[config.mk]
export PLATFORM = sky130hd
export DESIGN_NAME = fetch_top
export DESIGN_NICKNAME = d
export VERILOG_FILES = /design/src/rtl/fetch_pkg.sv /design/src/rtl/ifu.sv /design/src/rtl/icache.sv /design/src/rtl/inst_rom.sv /design/src/rtl/fetch_top.sv
export VERILOG_INCLUDE_DIRS = /design/src /design/src/rtl
export SDC_FILE = /design/constraint.sdc
export NUM_CORES = 1
export LEC_CHECK = 0
export BUFFER_PORTS_ARGS = -buffer_cell sky130_fd_sc_hd__buf_2
export CAP_MARGIN = 10
export CORE_ASPECT_RATIO = 1.2
export CORE_MARGIN = 4
export CORE_UTILIZATION = 44
export DETAILED_ROUTE_END_ITERATION = 6
export PLACE_DENSITY = 0.71
export SLEW_MARGIN = 25
export SYNTH_ARGS = -nofsm -noshare
export SYNTH_HDL_FRONTEND = slang
export SYNTH_SLANG_ARGS = --single-unit
[constraint.sdc]
create_clock -name clk -period 8.9 [get_ports clk]
set_input_delay 2.67 -clock clk [delete_from_list [all_inputs] [get_ports clk]]
set_output_delay 2.67 -clock clk [all_outputs]
set_load 0.01 [all_outputs]
[src/rtl/fetch_defs.svh]
`ifndef FETCH_DEFS_SVH
`define FETCH_DEFS_SVH

//////////////////////////////////////////////////////////////////////
// fetch front sizes and constants
//////////////////////////////////////////////////////////////////////

// address and instruction width.
`define FETCH_XLEN 32

// direct-mapped, one word per line.
`define ICACHE_LINES 16

// model memory, byte addresses below ROM_WORDS*4.
`define ROM_WORDS 256
`define ROM_LATENCY 3
`define ROM_PATTERN 32'hA5A5_0000

`define FETCH_RESET_PC 32'h0000_0000

`endif

[src/rtl/fetch_pkg.sv]
`include "fetch_defs.svh"

package fetch_pkg;

    typedef logic [`FETCH_XLEN-1:0] word_t;

    // axi read response codes.
    typedef enum logic [1:0] {
        OKAY   = 2'b00,
        EXOKAY = 2'b01,
        SLVERR = 2'b10,
        DECERR = 2'b11
    } axi_resp_t;

    // fetch unit FSM.
    typedef enum logic [1:0] {
        IDLE  = 2'b00,
        CHECK = 2'b01,
        BUSY  = 2'b10
    } ifu_state_t;

endpackage

[src/rtl/ifu.sv]
`timescale 1ns/1ps
`include "fetch_defs.svh"

module ifu (
    input  logic                 clk,
    input  logic                 rst,
    input  fetch_pkg::word_t     pc,
    output logic                 ifu_valid,
    output fetch_pkg::word_t     inst,

    output fetch_pkg::word_t     araddr,
    output logic                 arvalid,
    input  logic                 arready,

    input  fetch_pkg::word_t     rdata,
    input  fetch_pkg::axi_resp_t rresp,
    input  logic                 rvalid,
    output logic                 rready,

    input  fetch_pkg::word_t     icache_data,
    input  logic                 icache_hit,
    input  logic                 icache_ready,
    input  logic                 mem_req,
    output logic                 icache_req,
    output logic                 mem_ready
);
    import fetch_pkg::*;

    ifu_state_t state, next_state;
    word_t      last_pc;
    logic       hit_reg;     // cache hit, one cycle late.
    logic       pc_changed;
    logic       fetch_done;

    assign mem_ready  = rvalid && (rresp == OKAY);
    assign pc_changed = (pc != last_pc);
    assign fetch_done = icache_ready && mem_ready && rready;

    always_comb begin
        case (state)
            IDLE:    next_state = pc_changed ? CHECK : IDLE;
            CHECK:   next_state = mem_req ? BUSY : (hit_reg ? IDLE : CHECK);
            BUSY:    next_state = fetch_done ? IDLE : BUSY;
            default: next_state = IDLE;
        endcase
    end

    //////////////////////////////////////////////////////////////////////
    // control
    //////////////////////////////////////////////////////////////////////

    always_ff @(posedge clk or posedge rst) begin
        if (rst) begin
            state      <= IDLE;
            last_pc    <= `FETCH_RESET_PC;
            hit_reg    <= 1'b0;
            icache_req <= 1'b0;
            ifu_valid  <= 1'b0;
            arvalid    <= 1'b0;
            rready     <= 1'b0;
        end else begin
            state      <= next_state;
            hit_reg    <= icache_hit;
            icache_req <= (state == IDLE) && pc_changed;  // one-cycle pulse.
            ifu_valid  <= 1'b0;
            case (state)
                IDLE: begin
                    if (pc_changed) begin
                        last_pc <= pc;
                    end
                end
                CHECK: begin
                    if (hit_reg) begin
                        ifu_valid <= 1'b1;
                    end else if (mem_req) begin
                        arvalid <= 1'b1;  // miss, go to memory.
                    end
                end
                BUSY: begin
                    if (arvalid && arready) begin
                        arvalid <= 1'b0;
                        rready  <= 1'b1;
                    end
                    if (fetch_done) begin
                        ifu_valid <= 1'b1;
                        rready    <= 1'b0;
                    end
                end
                default: begin
                end
            endcase
        end
    end

    // instruction and read address.
    always_ff @(posedge clk) begin
        if (state == CHECK) begin
            araddr <= pc;
        end
        if ((state == CHECK) && hit_reg) begin
            inst <= icache_data;
        end else if ((state == BUSY) && fetch_done) begin
            inst <= rdata;
        end
    end

    a_ar_hold: assert property (@(posedge clk) disable iff (rst)
        arvalid && !arready |=> arvalid && $stable(araddr));

    a_valid_pulse: assert property (@(posedge clk) disable iff (rst)
        ifu_valid |=> !ifu_valid);

endmodule

[src/rtl/icache.sv]
`timescale 1ns/1ps
`include "fetch_defs.svh"

module icache (
    input  logic             clk,
    input  logic             rst,
    input  fetch_pkg::word_t pc,
    input  logic             icache_req,
    input  logic             mem_ready,
    input  logic             rready,
    input  fetch_pkg::word_t rdata,
    output logic             icache_hit,
    output fetch_pkg::word_t icache_data,
    output logic             icache_ready,
    output logic             mem_req
);
    import fetch_pkg::*;

    localparam int IDX_W = $clog2(`ICACHE_LINES);
    localparam int TAG_W = `FETCH_XLEN - IDX_W - 2;

    //////////////////////////////////////////////////////////////////////
    // line storage
    //////////////////////////////////////////////////////////////////////

    logic [`ICACHE_LINES-1:0] valid_q;
    logic [TAG_W-1:0]         tag_mem  [`ICACHE_LINES];
    word_t                    data_mem [`ICACHE_LINES];

    logic             lookup_q;  // request seen last cycle.
    logic [IDX_W-1:0] idx_q;     // also the refill target.
    logic [TAG_W-1:0] tag_q;
    logic             pending;
    logic             line_hit;
    logic             fill;

    assign line_hit     = valid_q[idx_q] && (tag_mem[idx_q] == tag_q);
    assign fill         = pending && mem_ready && rready;  // accepted OKAY beat.
    assign mem_req      = pending;
    assign icache_ready = pending;

    //////////////////////////////////////////////////////////////////////
    // lookup and refill control
    //////////////////////////////////////////////////////////////////////

    always_ff @(posedge clk or posedge rst) begin
        if (rst) begin
            valid_q    <= '0;
            lookup_q   <= 1'b0;
            icache_hit <= 1'b0;
            pending    <= 1'b0;
        end else begin
            lookup_q   <= icache_req;
            icache_hit <= lookup_q && line_hit;
            if (lookup_q && !line_hit) begin
                pending <= 1'b1;
            end else if (fill) begin
                pending <= 1'b0;
            end
            if (fill) begin
                valid_q[idx_q] <= 1'b1;
            end
        end
    end

    always_ff @(posedge clk) begin
        if (icache_req) begin
            idx_q <= pc[IDX_W+1:2];
            tag_q <= pc[`FETCH_XLEN-1:IDX_W+2];
        end
        if (lookup_q) begin
            icache_data <= data_mem[idx_q];
        end
        if (fill) begin
            tag_mem[idx_q]  <= tag_q;
            data_mem[idx_q] <= rdata;
        end
    end

    // the fetch unit must wait out a refill.
    a_no_req_in_refill: assert property (@(posedge clk) disable iff (rst)
        icache_req |-> !pending);

endmodule

[src/rtl/inst_rom.sv]
`timescale 1ns/1ps
`include "fetch_defs.svh"

module inst_rom (
    input  logic                 clk,
    input  logic                 rst,
    input  fetch_pkg::word_t     araddr,
    input  logic                 arvalid,
    output logic                 arready,
    output fetch_pkg::word_t     rdata,
    output fetch_pkg::axi_resp_t rresp,
    output logic                 rvalid,
    input  logic                 rready
);
    import fetch_pkg::*;

    localparam int    CNT_W     = $clog2(`ROM_LATENCY + 1);
    localparam word_t ROM_BYTES = `ROM_WORDS * 4;

    logic             busy;
    logic [CNT_W-1:0] cnt;
    word_t            addr_q;
    logic             fire;

    assign arready = !busy;  // one address at a time.
    assign fire    = busy && !rvalid && (cnt == CNT_W'(1));

    always_ff @(posedge clk or posedge rst) begin
        if (rst) begin
            busy   <= 1'b0;
            cnt    <= '0;
            rvalid <= 1'b0;
        end else begin
            if (arvalid && arready) begin
                busy <= 1'b1;
                cnt  <= CNT_W'(`ROM_LATENCY);
            end else if (busy && !rvalid) begin
                cnt <= cnt - CNT_W'(1);
                if (fire) begin
                    rvalid <= 1'b1;
                end
            end
            if (rvalid && rready) begin
                rvalid <= 1'b0;
                busy   <= 1'b0;
            end
        end
    end

    always_ff @(posedge clk) begin
        if (arvalid && arready) begin
            addr_q <= araddr;
        end
        if (fire) begin
            rdata <= (addr_q < ROM_BYTES) ? (addr_q ^ `ROM_PATTERN) : '0;
            rresp <= (addr_q < ROM_BYTES) ? OKAY : DECERR;  // decode error past the end.
        end
    end

    a_r_hold: assert property (@(posedge clk) disable iff (rst)
        rvalid && !rready |=> rvalid && $stable(rdata));

endmodule

[src/rtl/fetch_top.sv]
`timescale 1ns/1ps

module fetch_top (
    input  logic             clk,
    input  logic             rst,
    input  fetch_pkg::word_t pc,
    output logic             ifu_valid,
    output fetch_pkg::word_t inst
);
    import fetch_pkg::*;

    // read channel.
    word_t     araddr;
    logic      arvalid;
    logic      arready;
    word_t     rdata;
    axi_resp_t rresp;
    logic      rvalid;
    logic      rready;

    // cache link.
    word_t     icache_data;
    logic      icache_hit;
    logic      icache_ready;
    logic      mem_req;
    logic      icache_req;
    logic      mem_ready;

    ifu u_ifu (
        .clk          (clk),
        .rst          (rst),
        .pc           (pc),
        .ifu_valid    (ifu_valid),
        .inst         (inst),
        .araddr       (araddr),
        .arvalid      (arvalid),
        .arready      (arready),
        .rdata        (rdata),
        .rresp        (rresp),
        .rvalid       (rvalid),
        .rready       (rready),
        .icache_data  (icache_data),
        .icache_hit   (icache_hit),
        .icache_ready (icache_ready),
        .mem_req      (mem_req),
        .icache_req   (icache_req),
        .mem_ready    (mem_ready)
    );

    icache u_icache (
        .clk          (clk),
        .rst          (rst),
        .pc           (pc),
        .icache_req   (icache_req),
        .mem_ready    (mem_ready),
        .rready       (rready),
        .rdata        (rdata),
        .icache_hit   (icache_hit),
        .icache_data  (icache_data),
        .icache_ready (icache_ready),
        .mem_req      (mem_req)
    );

    inst_rom u_inst_rom (
        .clk     (clk),
        .rst     (rst),
        .araddr  (araddr),
        .arvalid (arvalid),
        .arready (arready),
        .rdata   (rdata),
        .rresp   (rresp),
        .rvalid  (rvalid),
        .rready  (rready)
    );

endmodule

# --- Word-level counts from Yosys, hierarchy flattened ---
# Memory sizes are Yosys's and may differ from the RTL's. A register that Yosys moved wholly into a read port is not among the register bits.
# Index checks and enable logic that the tools add are counted.
totals:
  reg_bits: 222
  ramBits: 928
  input_bits: 34
  output_inout_bits: 33
  wordCells: 101
  memories: 2
mem_list:
  columns: ["name", "depth", "width", "read_ports", "rd_ports_with_merged_regs", "wr", "line", "text"]
  rows:
  - ["u_icache.data_mem", 16, 32, 1, 1, 1, "icache.sv:28", "word_t data_mem [`ICACHE_LINES];"]
  - ["u_icache.tag_mem", 16, 26, 1, 1, 1, "icache.sv:27", "logic [TAG_W-1:0] tag_mem [`ICACHE_LINES];"]
op_classes:
  addsub: 1
  order_cmp: 3
  n_eq_ne: 9
  muxes: 32
  n_bitwise: 2
  n_reduce_logical: 31
op_table:
  columns: ["operator", "n"]
  rows:
  - ["32-bit 2-to-1 mux", 2]
  - ["32-bit by 11-bit < comparator with 1-bit output, second input constant", 1]
  - ["32-bit inequality test", 1]
  - ["26-bit == test", 1]
  - ["1-bit 2-to-1 mux", 19]
  - ["16-bit OR", 1]
  - ["2-bit nonzero test", 8]
  - ["1-bit logical AND", 14]
  - ["2-bit 2-to-1 mux", 5]
  - ["8-bit NOT", 1]
  - ["2-bit by 1-bit inequality test with 1-bit output, second input constant", 3]
  - ["2-bit case mux with 3 select lines", 1]
  - ["4-bit by 5-bit < comparator with 1-bit output, second input constant", 1]
  - ["1-bit binary-select mux with 4-bit select", 1]
  - ["1-bit demux with 4-bit select", 1]
  - ["2-bit by 1-bit == test with 1-bit output, second input constant", 2]
  - ["4-bit by 1-bit >= comparator with 1-bit output, second input constant", 1]
  - ["2-bit zero test", 2]
  - ["4-bit 2-to-1 mux", 1]
  - ["1-bit case mux with 2 select lines", 2]
  - ["2-bit AND reduction", 2]
  - ["4-bit AND reduction", 1]
  - ["1-bit zero test", 3]
  - ["3-bit AND reduction", 1]
  - ["3 further kinds", 3]

# --- Logic depth before layout (Yosys ltp) ---
# Gate-level depths: netlist of run 1.
logic_depth:
  word_depth: 7
  mapped_depth: 12
  mapped_depth_nobuf: 7

# --- Cells and area by module ---
# From an unflattened synthesis of run 1, not the netlist that was laid out.
hier_totals:
  cells_unflattened: 2017
  area_unflattened_um2: 45203.4
by_module_without_submodules:
  columns: ["module", "n_inst", "cells_each", "area_per_inst_um2", "seq_area_each_um2"]
  rows:
  - ["icache", 1, 1647, 38648.3, 30284.0]
  - ["ifu", 1, 243, 4185.3, 2897.8]
  - ["inst_rom", 1, 127, 2369.8, 2052.0]

# --- Worst setup path before layout of run 1 ---
# Ideal clock, no wire load.
synth_path:
  kind: "flip-flop to flip-flop"
  from: "register u_icache.idx_q[3]"
  to: "register u_icache.valid_q[12]"
  setup_time_ns: 0.089
  t_arrival_ns: 5.954
  required_time_ns: 8.811
  slack_ns: 2.856
  stages_incl_launch_ff: 6
  path_buffers: 2
  period_less_slack_ns: 6.044
  cell_sequence: "edfxtp_1 buf_1 buf_1 nand3_1 nor3_1 or2_2"
synth_between:
  elab_chain_cells: 5
synth_rtl:
  columns: ["item", "line", "text"]
  rows:
  - ["from (decl)", "icache.sv:31", "logic [IDX_W-1:0] idx_q;"]
  - ["from (signal assigned)", "icache.sv:68", "idx_q <= pc[IDX_W+1:2];"]
  - ["4-bit by 5-bit < comparator with 1-bit output (implied by the code) or 4-bit by 1-bit >= comparator with 1-bit output (tied branches)", "icache.sv:61", "valid_q[idx_q] <= 1'b1;"]
  - ["1-bit logical AND (implied by the code)", "icache.sv:61", null]
  - ["1-bit 2-to-1 mux (implied by the code)", "icache.sv:61", null]
  - ["1-bit demux with 4-bit select (*)", null, null]
  - ["16-bit OR (no line) (*)", null, null]
  - ["to (signal assigned)", "icache.sv:48", "valid_q <= '0;"]
  - ["to (signal, indexed assignment)", "icache.sv:61", null]
  - ["to (decl)", "icache.sv:26", "logic [`ICACHE_LINES-1:0] valid_q;"]
# Every way passes the cells marked *; elsewhere a longest branch is shown, timed or not.
# A chain may end at the register's enable or synchronous reset.

# --- Worst setup path after layout of run 1 ---
layout_path:
  from: "input pc[16]"
  to: "register u_ifu.last_pc[19]"
layout_between:
  elab_chain_cells: 2
layout_rtl:
  columns: ["item", "line", "text"]
  rows:
  - ["from (decl)", "fetch_top.sv:6", "input fetch_pkg::word_t pc,"]
  - ["32-bit inequality test", "ifu.sv:36", "assign pc_changed = (pc != last_pc);"]
  - ["2-bit AND reduction (no line)", null, null]
  - ["to (signal assigned)", "ifu.sv:55", "last_pc <= `FETCH_RESET_PC;"]
  - ["to (signal assigned)", "ifu.sv:69", "last_pc <= pc;"]
  - ["to (decl)", "ifu.sv:30", "word_t last_pc;"]
# Every way passes these cells.

==> results of run 1 <==
-- cell usage after synthesis (all sizes together) (3+ instances only) --
master	number	area share, %
xor2	42	0.81
nand4	10	0.14
o22ai	5	0.069
a221oi	6	0.14
buf	47	0.67
nor2	33	0.27
a22oi	10	0.17
a22o	6	0.12
edfxtp	1119	74
nor3	11	0.12
a211oi	4	0.066
nand2	125	1.0
inv	17	0.14
dfrtp	62	3.4
o21ai	13	0.14
a2111oi	4	0.091
and2	13	0.18
ha	5	0.14
clkbuf	44	0.37
mux2i	33	0.73
nor4	28	0.42
o221ai	4	0.091
a21oi	15	0.17
nand3	7	0.078
nor2b	8	0.11
or3	6	0.083
mux2	50	1.3
o211a	3	0.066
mux4	261	13
or2	19	0.26
a21o	3	0.050
nand3b	3	0.050
nand2b	8	0.11
dfxtp	4	0.18
xnor2	11	0.21
-- layer usage --
| metal | routed length (µm) | track usage, % | share of wire [%] | vias up |
|---|---|---|---|---|
| li1 | - | - | - | 8852 |
| met1 | 38200 | 24.8 | 38 | 11400 |
| met2 | 52300 | 32.3 | 52 | 1043 |
| met3 | 7530 | 2.82 | 7.4 | 218 |
| met4 | 3290 | 6.09 | 3.2 | 2 |
| met5 | 9 | 0 | 0.0089 | - |
-- layout by cell type, fill, tap and decap left out, types with 15 or more instances in the layout --
| master | n |
|---|---|
| a21oi_1 | 15 |
| buf_2 | 66 |
| buf_4 | 43 |
| bufinv_16 | 17 |
| clkbuf_1 | 17 |
| clkbuf_16 | 105 |
| clkinv_1 | 18 |
| clkinv_2 | 19 |
| dfrtp_1 | 61 |
| edfxtp_1 | 1119 |
| mux2_2 | 49 |
| mux2i_1 | 33 |
| mux4_2 | 260 |
| nand2_1 | 123 |
| nor2_1 | 21 |
| nor4_1 | 25 |
| or2_2 | 19 |
| xor2_1 | 42 |
-- stage by stage --
step           instance area, µm²  worst slack, ns
6_report                    51100             4.43
5_1_grt                     51100             4.27
4_1_cts                     51100             4.48
3_5_place_dp                47400             4.18
3_3_place_gp                47300             4.29
2_1_floorplan               45200             2.86
-- cells by family (layout without fill, tap and decap cells) --
kind of cell | after synthesis | after routing | share of synthesized area [%]
buffers and inverters | 108 | 332 | 1.19
DFF | 1185 | 1185 | 78.0
muxes | 344 | 344 | 15.0
AOI/OAI and AO/OA | 93 | 93 | 1.56
other | 1 | 20 | 0.00830
adders and majority gates | 5 | 5 | 0.138
and+or+nand+nor | 285 | 285 | 3.12
xor gates and xnor gates | 53 | 53 | 1.03
-- where the power goes --
group / total (mW) / internal, mW / switching, mW
sequential: 6.02 / 6.02 / 0.00254
clock: 4.73 / 2.72 / 2.01
combinational: 0.0342 / 0.00889 / 0.0253
-- area by class of cell --
| cell class | count | share of cell area, % |
|---|---|---|
| diodes | 6 | 0.0294 |
| inverters | 17 | 0.125 |
| well taps | 1365 | 3.34 |
| multi-input cells | 794 | 18.8 |
| repair buffers | 117 | 1.57 |
| flip-flops and latches | 1185 | 69.0 |
| clock buffers | 126 | 5.38 |
| clock inverters | 72 | 1.73 |
-- critical path, delay by kind of cell --
kind | cells | cell delay [ns]
AND/OR/NAND/NOR | 4 | 1.10
buffers and inverters | 2 | 0.90
AO/OA/AOI/OAI | 1 | 0.21
XOR/XNOR | 1 | 0.14
-- path summary, 6_finish.rpt --
path / startpoint / slack, ns / to / depth (start not counted)
min: u_icache.icache_hit / 0.36 / u_ifu.hit_reg / 0
min reg2reg: u_icache.icache_hit / 0.36 / u_ifu.hit_reg / 0
max reg2reg: register / 4.55 / u_icache.icache_hit / 9
min in group asynchronous: rst / 2.25 / u_ifu.last_pc[28] / 3
max: pc[16] / 4.43 / u_ifu.last_pc[19] / 8
max in group asynchronous: rst / 6.07 / u_icache.lookup_q / 3
==> metrics.csv, run 1 <==
stage;metric;value;unit
outcome;status;finished, final reports clean;
cells_and_area;Layout area overhead;13.0;%
place;Placed Instances;3478;
clock_network;Root Buffer;clkbuf_16;
sta;Final period util;50.2;%
cells_and_area;Fillers;7825;
yosys;FF+latch count, synth;1185;
pwr;total power;10.8;mW
global_route;GRT Total Usage;18.8;%
clock_network;post-CTS setup buffers;0;
global_route;pin count of the biggest net entering global routing;141;
floorplan;# rows;128;
yosys;number of enable flip-flop cells after synthesis;1119;
clock_network;CTS tree;done;
pwr;PD cells;211;nW/µm²
clock_network;CTS clk-pin slew, worst paths;0.07;ns
place;post-DP HPWL;55.3;mm
yosys;mapped cell area;45200;µm²
sta;Slew headroom;24.8;%
place;Port Buf Inserts;66;
min_path;hold crit path type;register to register;
route;drt initial violations;2556;
route;via count;21500;
floorplan;Initial Utilization;44.4;%
floorplan;DIE AREA;108000;µm²
pwr;maximum vdd drop;0.149;mV
sta;Peak Freq;224;MHz
yosys;Seq/Total Area, Yosys;78.0;%
worst_setup_path;Worst setup EP type;register;
worst_setup_path;worst path cell trace;buf_2 > xor2_1 > nor4_1 > nand4_1 > o21ai_2 > clkinv_1 > nand2_1 > nand2_1;
clock_network;post-CTS sizing;0;
cells_and_area;max reg flops;512;
floorplan;die width;301;µm
flow_run;Max-Cap Viols;0;
place;GP Congestion;0.863;
clock_network;clock latency on the worst-skew pair;0.68;ns
pwr;Static Leak;17.6;nW
cells_and_area;post-layout util;50.2;%
yosys;Synth Flop Type;edfxtp_1;
global_route;first-pass GRT wire length;150;mm
worst_setup_path;Startpoint Class;input pin;
yosys;Synth Warn #;0;
yosys;Netlist cell types;71;
worst_setup_path;CP max stage cell;clkinv_1;
clock_network;H-tree depth;3;
worst_setup_path;CP required;9.46;ns
cells_and_area;layout cells sized above 1;28.0;%
clock_network;# hold bufs at CTS;0;
floorplan;core area;102000;µm²
sta;worst slew pin tran;1.13;ns
route;drt pass-1 iters;6;
cells_and_area;FF/Latch Area;35200;µm²
yosys;Post-synth ARST share;5.23;%
worst_setup_path;Setup Crit Path Kind;input pin to register;
sta;RSZ-0062 raised after global routing;no;
sta;Hold Fails Final Rpt;0;
route;drt drc;0;
sta;setup violators final;0;
clock_network;Num CTS Buffers;105;
route;final antenna-violating net count;0;
global_route;number of global-route vias before repair;22200;
cells_and_area;final std cells w/o fill;3682;
worst_setup_path;Top cell by count, worst path;nand2_1;
sta;final setup TNS;0;ns
route;drt via density;5.85;
worst_setup_path;Worst Path Arrival;5.03;ns
sta;min Tclk post-route;4.47;ns
global_route;initial antenna violation count;7;
floorplan;# IOs;67;
sta;clk_skew;0.0506;ns
sta;hold_ws;0.363;ns
route;wirelength, routed;101;mm
yosys;Synth Area per Inst;21.8;µm²
cells_and_area;nets;2259;
route;Wirelength per Cell;27.5;µm
sta;Final Slew Violations;0;
yosys;cell count after synthesis;2074;
global_route;GR Overflow Total;0;
worst_setup_path;crit-path max FO;33;
floorplan;Die H;359;µm
cells_and_area;Largest regs;u_icache.data_mem: 512 flops, u_icache.tag_mem: 416 flops;
clock_network;Clock Sinks;1185;
worst_setup_path;Largest stage delay, worst path;0.77;ns
clock_network;Clock Path Buffers;3;
cells_and_area;Top reg by flops;u_icache.data_mem;
cells_and_area;Multi-input gate area;9620;µm²
(Power assumes the default switching activity.)
==> run 2, diff against run 1 <==
Settings changed: PLACE_DENSITY 0.71 to 0.73.
Clock period 8.9 ns to 3.7 ns, I/O delays scaled along.
==> run 2 against run 1 <==
Compared with the run above: sequential share of layout area decreased by 0.33 points; critical path type is now register to register; clock skew increased by 0.013 ns; via count up 1.1%; highest routed layer unchanged; register-to-register slack got worse by 4.2 ns.
==> metrics.csv, run 2 (same netlist as run 1, synthesis figures left out) <==
stage;metric;value;unit;change
worst_setup_path;CP max stage cell;nor4_1;;
floorplan;core area;102000;µm²;unchanged
worst_setup_path;crit-path max FO;19;;-42%
route;Wirelength per Cell;27.5;µm;-0.15%
cells_and_area;layout cells sized above 1;28.2;%;+0.11 points
sta;worst slew pin tran;0.999;ns;-0.127 ns
cells_and_area;max reg flops;512;;unchanged
clock_network;CTS tree;done;;
clock_network;post-CTS sizing;0;;unchanged
pwr;total power;25.5;mW;+140%
floorplan;Die H;359;µm;unchanged
floorplan;# IOs;67;;unchanged
route;drt pass-1 iters;6;;unchanged
place;Placed Instances;3505;;+0.78%
cells_and_area;Fillers;7707;;-1.5%
route;drt initial violations;2602;;+1.8%
global_route;number of global-route vias before repair;22400;;+0.96%
sta;final setup TNS;0;ns;unchanged
sta;clk_skew;0.0641;ns;+0.0135 ns
place;post-DP HPWL;54.8;mm;-0.84%
place;GP Congestion;0.866;;+0.31%
cells_and_area;most frequent cells in the layout;edfxtp_1 (1119), mux4_2 (260), nand2_1 (123);;
cells_and_area;final instance area;51300;µm²;+0.49%
floorplan;Initial Utilization;44.4;%;unchanged
global_route;pin count of the biggest net entering global routing;65;;-54%
route;drt drc;0;;unchanged
clock_network;CTS clk-pin slew, worst paths;0.07;ns;about the same
worst_setup_path;Largest stage delay, worst path;0.66;ns;-0.11 ns
sta;Hold Fails Final Rpt;0;;unchanged
clock_network;post-CTS setup buffers;0;;unchanged
worst_setup_path;Top cell by count, worst path;mux4_2;;
cells_and_area;nets;2291;;+1.4%
cells_and_area;final std cells w/o fill;3711;;+0.79%
floorplan;DIE AREA;108000;µm²;unchanged
global_route;GR Overflow Total;0;;unchanged
sta;Peak Freq;295;MHz;
sta;Slew headroom;33.4;%;+8.6 points
clock_network;# hold bufs at CTS;0;;unchanged
clock_network;Clock Path Buffers;3;;unchanged
floorplan;die width;301;µm;unchanged
cells_and_area;Layout area overhead;13.6;%;
sta;RSZ-0062 raised after global routing;no;;
sta;final setup margin;0.307;ns;-4.12 ns
place;Place WS;0.441;ns;-3.74 ns
pwr;Static Leak;17.8;nW;+0.66%
clock_network;clock latency on the worst-skew pair;0.69;ns;about the same
route;via count;21800;;+1.1%
global_route;first-pass GRT wire length;151;mm;+0.32%
outcome;status;finished, final reports clean;;
cells_and_area;Top reg by flops;u_icache.data_mem;;
clock_network;Root Buffer;clkbuf_16;;
worst_setup_path;Setup Crit Path Kind;register to register;;
clock_network;H-tree depth;3;;unchanged
global_route;GRT Total Usage;18.8;%;+0.049 points
cells_and_area;most common cell after layout, fill and taps aside;edfxtp_1;;
pwr;PD cells;497;nW/µm²;+140%
worst_setup_path;CP required;4.25;ns;-5.21 ns
worst_setup_path;Worst Path Arrival;3.94;ns;-1.09 ns
sta;Final Slew Violations;0;;unchanged
min_path;hold crit path type;register to register;;
place;placed inst area;47800;µm²;+0.84%
worst_setup_path;Startpoint Class;register;;
global_route;initial antenna violation count;8;;+1
sta;min Tclk post-route;3.39;ns;
pwr;maximum vdd drop;0.338;mV;+130%
clock_network;Num CTS Buffers;109;;+3.8%
route;drt via density;5.86;;+0.27%
route;wirelength, routed;102;mm;+0.63%
sta;Final period util;91.7;%;
cells_and_area;Largest regs;u_icache.data_mem: 512 flops, u_icache.tag_mem: 416 flops;;
route;final antenna-violating net count;0;;unchanged
sta;setup violators final;0;;unchanged
place;Port Buf Inserts;66;;unchanged
worst_setup_path;Worst setup EP type;register;;
flow_run;Max-Cap Viols;0;;unchanged
clock_network;Clock Sinks;1185;;unchanged
floorplan;# rows;128;;unchanged
worst_setup_path;worst path cell trace;buf_12 > mux4_2 > mux4_2 > xor2_1 > nor4_1 > o2111a_1 > a41oi_1;;
[run 2: path summary, 6_finish.rpt]
path | from | endpoint | slack, ns | depth (start not counted)
setup / recovery | register | u_icache.icache_ready | 0.31 | 7
hold / removal | u_icache.icache_hit | u_ifu.hit_reg | 0.38 | 0
setup reg to reg | register | u_icache.icache_ready | 0.31 | 7
hold reg to reg | u_icache.icache_hit | u_ifu.hit_reg | 0.38 | 0
max in group asynchronous | rst | u_ifu.last_pc[7] | 2.37 | 3
min in group asynchronous | rst | u_icache.icache_ready | 0.59 | 2
[run 2: area by class of cell]
type                       count  area, µm²  area share (%)
sequential                  1185      35200            68.7
multi-input combinational    794       9630            18.8
clock buffer                 133       2860            5.57
tap                         1365       1710            3.33
timing repair buffer         145       1210            2.35
clock inverter                67        602            1.17
inverter                      17       63.8           0.124
antenna                        5       12.5          0.0244
[run 2: stage by stage]
stage	utilization [%]	hold WS [ns]
after floorplan	-	0.331
after global placement	47.0	0.376
after detailed placement	47.0	0.374
after CTS	50.4	0.390
after global routing	50.5	0.395
final	50.5	0.383
[run 2: critical path, delay by kind of cell (launching register included)]
family	cells	cell delay, ns
multiplexers	2	1.02
AND/OR/NAND/NOR	1	0.66
flip-flops	1	0.64
AO/OA/AOI/OAI	2	0.42
buffers and inverters	1	0.26
XOR/XNOR	1	0.23
[run 2: layer usage]
metal / wire length, µm / vias to the layer above / GRT usage [%]
li1: - / 8918 / -
met1: 38800 / 11500 / 25.5
met2: 51900 / 1105 / 31.8
met3: 8370 / 191 / 3.01
met4: 2880 / 4 / 5.52
met5: 26 / - / 0
[run 2: where the power goes]
group	switching, mW	total (mW)	internal (mW)
sequential	0.00487	14.5	14.5
combinational	0.0711	0.0932	0.0221
clock	4.78	10.9	6.13
total	4.86	25.5	20.6
